## config.mk

```make
export PLATFORM = sky130hd
export DESIGN_NAME = sram_access_ctrl_flat
export DESIGN_NICKNAME = d
export VERILOG_FILES = /design/src/logic/sram_tile_pkg.sv /design/src/logic/sram_port_if.sv /design/src/logic/sram_access_ctrl.sv /design/src/flat_wrapper.sv
export VERILOG_INCLUDE_DIRS = /design/src /design/src/logic
export SDC_FILE = /design/constraint.sdc
export NUM_CORES = 1
export LEC_CHECK = 0
export BUFFER_PORTS_ARGS = -buffer_cell sky130_fd_sc_hd__buf_2
export CORE_MARGIN = 10
export CORE_UTILIZATION = 43
export CTS_CLUSTER_DIAMETER = 30
export DETAILED_ROUTE_END_ITERATION = 7
export HOLD_SLACK_MARGIN = 0.1
export MAX_ROUTING_LAYER = met4
export PLACE_DENSITY = 0.76
export RECOVER_POWER = 100
export SLEW_MARGIN = 20
export SYNTH_ARGS = -nofsm -noshare
export SYNTH_HDL_FRONTEND = slang
export SYNTH_SLANG_ARGS = --single-unit
```

## constraint.sdc

```tcl
create_clock -name clk -period 1.7 [get_ports clk]
set_clock_uncertainty 0.15 [all_clocks]
set_input_delay 0.085 -clock clk [delete_from_list [all_inputs] [get_ports clk]]
set_output_delay 0.085 -clock clk [all_outputs]
set_load 0.02 [all_outputs]
```

## src/logic/sram_tile_defines.svh

```systemverilog
/*
 * sram tile geometry
 * word, address and macro widths shared by the tiled ram
 */
`ifndef SRAM_TILE_DEFINES_SVH
`define SRAM_TILE_DEFINES_SVH

`define SRAM_DW        32                              // data word width
`define SRAM_AW        11                              // word address width
`define SRAM_MACRO_AW  9                               // macro row address width
`define SRAM_MACRO_W   8                               // macro data width
`define SRAM_BE_W      (`SRAM_DW / 8)                  // one enable per byte
`define SRAM_BANKS     (1 << (`SRAM_AW - `SRAM_MACRO_AW)) // address banks
`define SRAM_DEPTH     (1 << `SRAM_AW)                 // words in the tile

`endif

```

## src/logic/sram_tile_pkg.sv

```systemverilog
/*
 * sram tile types
 * vector types for words, masks and addresses, plus the clear fsm states
 */
`default_nettype none

`include "sram_tile_defines.svh"

package sram_tile_pkg;

    typedef logic [`SRAM_DW-1:0]                  data_t;  // data word
    typedef logic [`SRAM_DW-1:0]                  wmask_t; // per bit write mask
    typedef logic [`SRAM_BE_W-1:0]                be_t;    // byte enables
    typedef logic [`SRAM_AW-1:0]                  addr_t;  // word address
    typedef logic [`SRAM_MACRO_AW-1:0]            row_t;   // macro row
    typedef logic [`SRAM_AW-`SRAM_MACRO_AW-1:0]   bank_t;  // bank index
    typedef logic [`SRAM_MACRO_W-1:0]             lane_t;  // one macro's data or mask

    // clear sequencer
    typedef enum logic [1:0] {
        clr_idle_run, // cleared, serving requests
        clr_sweep,    // zeroing one row per cycle
        clr_done      // last write in flight
    } clr_state_t;

endpackage

`default_nettype wire

```

## src/logic/sram_port_if.sv

```systemverilog
/*
 * internal memory port
 * single cycle access strobe from controller to bank array, read data back
 */
`timescale 1ns/1ps
`default_nettype none

interface sram_port_if
    import sram_tile_pkg::*;
(
    input logic clk
);

    logic   ce;    // access this cycle
    logic   we;    // write, else read
    addr_t  addr;  // word address
    wmask_t wmask; // bit mask, 1 writes
    data_t  din;   // write data
    data_t  dout;  // last read word

    modport ctrl (
        input  clk,
        output ce,
        output we,
        output addr,
        output wmask,
        output din,
        input  dout
    );

    modport mem (
        input  clk,
        input  ce,
        input  we,
        input  addr,
        input  wmask,
        input  din,
        output dout
    );

endinterface

`default_nettype wire

```

## src/logic/sram_access_ctrl.sv

```systemverilog
/*
 * sram access controller
 * zeroes the whole tile after reset, registers requests onto the memory port,
 * widens byte enables to bit masks and returns reads two cycles later
 */
`timescale 1ns/1ps
`default_nettype none

`include "sram_tile_defines.svh"

module sram_access_ctrl
    import sram_tile_pkg::*;
(
    input  wire        clk,
    input  wire        rst_n,
    input  logic       req,        // single cycle request strobe
    input  logic       req_write,  // write, else read
    input  addr_t      req_addr,
    input  data_t      req_wdata,
    input  be_t        req_be,     // byte enables for writes
    output logic       rsp_valid,  // one cycle per read
    output data_t      rsp_rdata,
    output logic       busy,       // clear in progress
    output logic       req_drop,   // request lost to the clear
    sram_port_if.ctrl  port
);

    localparam addr_t CLR_LAST = addr_t'(`SRAM_DEPTH - 1);
    localparam int    LW       = `SRAM_MACRO_W;

    clr_state_t clr_state;
    addr_t      clr_addr;   // next row to zero
    logic       clr_write;  // sweep write this cycle
    logic       accept;     // request goes to the port
    wmask_t     be_mask;    // byte enables widened to bits
    logic [1:0] rd_pipe;    // read flags, one per stage

    // first sweep cycle only raises busy, so busy spans depth plus one
    assign clr_write = (clr_state == clr_sweep) && busy;
    assign accept    = req && !busy && (clr_state == clr_idle_run);

    always_comb begin
        for (int i = 0; i < `SRAM_BE_W; i++) begin
            be_mask[i*LW +: LW] = {LW{req_be[i]}}; // whole byte or nothing
        end
    end

    // clear sequencer
    always_ff @(posedge clk or negedge rst_n) begin
        if (!rst_n) begin
            clr_state <= clr_sweep;
            clr_addr  <= '0;
            busy      <= 1'b0;
        end else begin
            case (clr_state)
                clr_sweep: begin
                    busy <= 1'b1;                  // armed on the first edge
                    if (busy) begin
                        clr_addr <= clr_addr + 1'b1;
                        if (clr_addr == CLR_LAST) begin
                            clr_state <= clr_done; // last row issued
                        end
                    end
                end
                clr_done: begin
                    busy      <= 1'b0;             // last write landed
                    clr_state <= clr_idle_run;
                end
                default: begin
                    busy <= 1'b0;                  // serving requests
                end
            endcase
        end
    end

    // port strobe, read tracking and drop flag
    always_ff @(posedge clk or negedge rst_n) begin
        if (!rst_n) begin
            port.ce   <= 1'b0;
            rd_pipe   <= '0;
            rsp_valid <= 1'b0;
            req_drop  <= 1'b0;
        end else begin
            port.ce   <= clr_write | accept;
            rd_pipe   <= {rd_pipe[0], accept & ~req_write}; // issue, then array
            rsp_valid <= rd_pipe[1];
            req_drop  <= req & ~accept;  // anything not taken is lost
        end
    end

    // port payload
    always_ff @(posedge clk) begin
        if (clr_write) begin
            port.we    <= 1'b1;
            port.addr  <= clr_addr;
            port.wmask <= '1;            // full word of zeros
            port.din   <= '0;
        end else begin
            port.we    <= req_write;
            port.addr  <= req_addr;
            port.wmask <= be_mask;
            port.din   <= req_wdata;
        end
    end

    // dout holds the word read one edge ago
    always_ff @(posedge clk) begin
        if (rd_pipe[1]) begin
            rsp_rdata <= port.dout;
        end
    end

endmodule

`default_nettype wire

```

## src/flat_wrapper.sv

```systemverilog
// flat-port wrapper written by rule: the top's interface ports become plain ports
module sram_access_ctrl_flat import sram_tile_pkg::*;
  (clk, rst_n, req, req_write, req_addr, req_wdata, req_be, rsp_valid, rsp_rdata, busy, req_drop, port_ce, port_we, port_addr, port_wmask, port_din, port_dout);
  sram_port_if port_i (.clk(clk));
  input  wire clk;
  input  wire rst_n;
  input  logic req;
  input  logic req_write;
  input  addr_t req_addr;
  input  data_t req_wdata;
  input  be_t req_be;
  output logic rsp_valid;
  output data_t rsp_rdata;
  output logic busy;
  output logic req_drop;
  output wire logic [$bits(port_i.ce)-1:0] port_ce;
  output wire logic [$bits(port_i.we)-1:0] port_we;
  output wire logic [$bits(port_i.addr)-1:0] port_addr;
  output wire logic [$bits(port_i.wmask)-1:0] port_wmask;
  output wire logic [$bits(port_i.din)-1:0] port_din;
  input wire logic [$bits(port_i.dout)-1:0] port_dout;
  assign port_ce = port_i.ce;
  assign port_we = port_i.we;
  assign port_addr = port_i.addr;
  assign port_wmask = port_i.wmask;
  assign port_din = port_i.din;
  assign port_i.dout = port_dout;
  sram_access_ctrl u_core (.clk(clk), .rst_n(rst_n), .req(req), .req_write(req_write), .req_addr(req_addr), .req_wdata(req_wdata), .req_be(req_be), .rsp_valid(rsp_valid), .rsp_rdata(rsp_rdata), .busy(busy), .req_drop(req_drop), .port(port_i));
endmodule
```

==> results.toml <==
[cells_and_area]
nets = 589
diodes = 0
area_growth_pct = 52.67
drive_gt1_frac = 0.2059
stdcell_area_um2 = 5089

[global_route]
antenna_found_initial = 0
first_global_vias = 2852
grt.overflow.total = 0
grt_util_all_layers = 0.1842
grt_first_pass_wirelength_mm = 16.01
grt_max_degree = 41

[sta]
slew_headroom = 0.4911
tns_ns = 0
fmax_mhz = 642.0
hold_slack_ns = 0.07669
period_needed_ns = 1.558
setup-violations-final = 0
slew_violations = 0
worstMarginPinSlew_ns = 0.7633
rsz0062_at_grt = "false"
final_hold_viol_count = 0
finalCritPeriodShare = 0.9163

[route]
post-route-drc-count = 0
drtIter0Drc = 106
firstDrtPassIters = 4
wl_mm = 10.84
dr_total_vias = 2668
viasPerCell = 4.359
wl_per_cell_um = 17.71
drtAntennaViolNets = 0

[yosys]
yosys.cell_types.count = 30
synth_top_area_share = 0.2883
syn_avg_cell_area_um2 = 13.55
synth-seq-area-share = 0.7196
synth_top_area_cell = "dfxtp_1"
syn_inst = 246
postSynthNetCount = 330
syn-cell-area_um2 = 3333
ys_top_cells_by_area = "dfxtp_1 29%, edfxtp_1 29%, dfrtp_1 14%"
synth_warnings = 0
ys_ff_latch = 99

[floorplanning]
ioPinCount = 195
die_w_um = 108.0
die_area_um2 = 11670
dieHeight_um = 108.0
fp-row-count = 32
core-area_um2 = 7647
initial_core_util = 0.4359

[place]
hpwlAfterDp_mm = 7.014
gp_congestion = 0.8186
port_buffers = 194
postPlaceCellArea_um2 = 4225

[setup_path]
critPathBufInv = 1
critPathCaptureType = "flop"
path_class = "reg -> reg"
critical-path-top-delay-family = "flip-flops"
crit_fanout = 40
cp.arrival_ns = 1.65
crit_chain = "nand3b_4 > clkbuf_4 > and2_1"
cp_slowest_stage_delay_ns = 0.62
critPathLaunchType = "flop"
cp_slowest_cell = "dfstp_2"
cp.required_ns = 1.79

[clock_network]
htreeDepth = 3
cts_buffers = 9
clk_latency_ns = 0.35
cts_tree = "done"
clk_pin_slew_ns = 0.10
root_buffer = "clkbuf_8"
post_cts_buffers = 0
max-clock-path-buffers = 2
cts_sinks = 99

[power]
irDropWorstVdd_v = 0.0005458
powerDensity_nw_per_um2 = 910.8
leakage_nw = 2.209

[flow_run]
max-cap-violations = 0

[status]
outcome = "complete, no violations"

[min_path]
hold_path.class = "in -> async"
## final timing paths
check                                     from                  end  slack, ns  depth (start not counted)
setup / recovery           u_core.clr_state[0]  u_core.port.din[18]       0.14                          3
hold / removal                           rst_n   u_core.clr_addr[2]       0.08                          2
setup reg to reg           u_core.clr_state[0]  u_core.port.din[18]       0.14                          3
hold reg to reg              u_core.rd_pipe[0]    u_core.rd_pipe[1]       0.20                          0
max in group asynchronous                rst_n  u_core.clr_state[0]       0.36                          3
min in group clk             u_core.rd_pipe[0]    u_core.rd_pipe[1]       0.20                          0
## Yosys cell counts
| cell type | number |
|---|---|
| and2_1 | 32 |
| and3b_1 | 1 |
| buf_2 | 2 |
| buf_4 | 29 |
| buf_6 | 1 |
| clkbuf_1 | 2 |
| clkbuf_2 | 1 |
| dfrtp_1 | 18 |
| dfstp_2 | 1 |
| dfxtp_1 | 48 |
| edfxtp_1 | 32 |
| ha_1 | 1 |
| inv_1 | 2 |
| nand2_1 | 36 |
| nand2b_1 | 6 |
| nand3_1 | 2 |
| nand3b_1 | 1 |
| nand3b_4 | 1 |
| nand4_1 | 2 |
| nand4_2 | 1 |
| nor2_1 | 2 |
| nor2b_1 | 2 |
| nor3_2 | 4 |
| nor4_1 | 2 |
| nor4_2 | 2 |
| o21a_1 | 2 |
| o21ai_0 | 2 |
| o31a_1 | 1 |
| xnor2_1 | 5 |
| xor2_1 | 5 |
## cell usage in the layout (no fill, tap or decap)
cell | netlist | routed
and2_0 | 0 | 6
and2_1 | 32 | 26
and3b_1 | 1 | 1
buf_2 | 2 | 77
buf_4 | 29 | 2
bufinv_16 | 0 | 1
clkbuf_1 | 2 | 119
clkbuf_2 | 1 | 2
clkbuf_4 | 0 | 1
clkbuf_8 | 0 | 9
clkinv_2 | 0 | 2
clkinv_4 | 0 | 3
dfrtp_1 | 18 | 18
dfstp_2 | 1 | 1
dfxtp_1 | 48 | 48
dlygate4sd3_1 | 0 | 83
edfxtp_1 | 32 | 32
ha_1 | 1 | 1
inv_1 | 2 | 2
nand2_1 | 36 | 36
nand2b_1 | 6 | 6
nand3_1 | 2 | 2
nand3b_1 | 1 | 1
nand3b_4 | 1 | 1
nand4_1 | 2 | 2
nand4_2 | 1 | 1
nor2_1 | 2 | 2
nor2b_1 | 2 | 2
nor3_2 | 4 | 4
nor4_1 | 2 | 3
nor4_2 | 2 | 1
o21a_1 | 2 | 2
o21ai_0 | 2 | 2
o31a_1 | 1 | 1
xnor2_1 | 5 | 5
xor2_1 | 5 | 5
## kinds of logic (layout without fill, tap and decap cells)
kind of cell	after synthesis	after routing	synth area share
adders and majority gates	1	1	0.003753
AOI/OAI and AO/OA	5	5	0.01013
DFF	99	99	0.7196
buffers and inverters	37	301	0.07770
and+or+nand+nor	94	94	0.1625
xor gates and xnor gates	10	10	0.02628
## layout make-up
class                   instances  area, um^2
fillers                       626        2559
flip-flops and latches         99        2399
repair buffers                283        1692
multi-input cells             110       669.4
clock buffers                  10       127.6
well taps                     102       127.6
clock inverters                 6       66.31
inverters                       2       7.507
## worst reg2reg max path, stage by stage (launching register included)
cell      delay (ns)
dfstp_2         0.62
nand3b_4        0.12
clkbuf_4        0.31
and2_1          0.26
## metal layers
metal  vias up  routed length (um)  GRT usage
met5         -                   0          -
met4         0                 172    0.06298
met3        15                1090    0.06187
met2       130                5742     0.3280
met1      1236                3836     0.1838
li1       1287                   -          -
## flip-flops by register name, summed over array words and instances (netlist names)
register	flops
u_core.clr_state	2
u_core.rd_pipe	2
u_core.clr_addr	11
u_core.port.wmask	4
u_core.rsp_rdata	32
u_core.rsp_valid	1
u_core.req_drop	1
u_core.port.din	32
u_core.busy	1
u_core.port.we	1
u_core.port.addr	11
u_core.port.ce	1
## metrics by stage
stage	power, mW	util	instances	setup WS (ns)
2_1_floorplan	2.898	-	246	0.2121
3_3_place_gp	3.088	0.5525	513	0.2122
3_5_place_dp	3.099	0.5525	513	0.1504
4_1_cts	4.698	0.6891	614	0.06401
5_1_grt	4.825	0.6654	612	0.04876
6_report	4.635	0.6654	612	0.1423
## power breakdown
part           switching (mW)  internal (mW)
combinational           0.328          0.264
clock                   0.775          0.684
sequential             0.0360           2.55
## repair_timing
| action | CTS | global route |
|---|---|---|
| hold buffers | 85 | 0 |
| endpoints found under the hold margin | 102 | 0 |
| endpoints found under the setup margin | 0 | 19 |
| gates resized for setup | 0 | 1 |
Power figures use the tool's default switching activity.
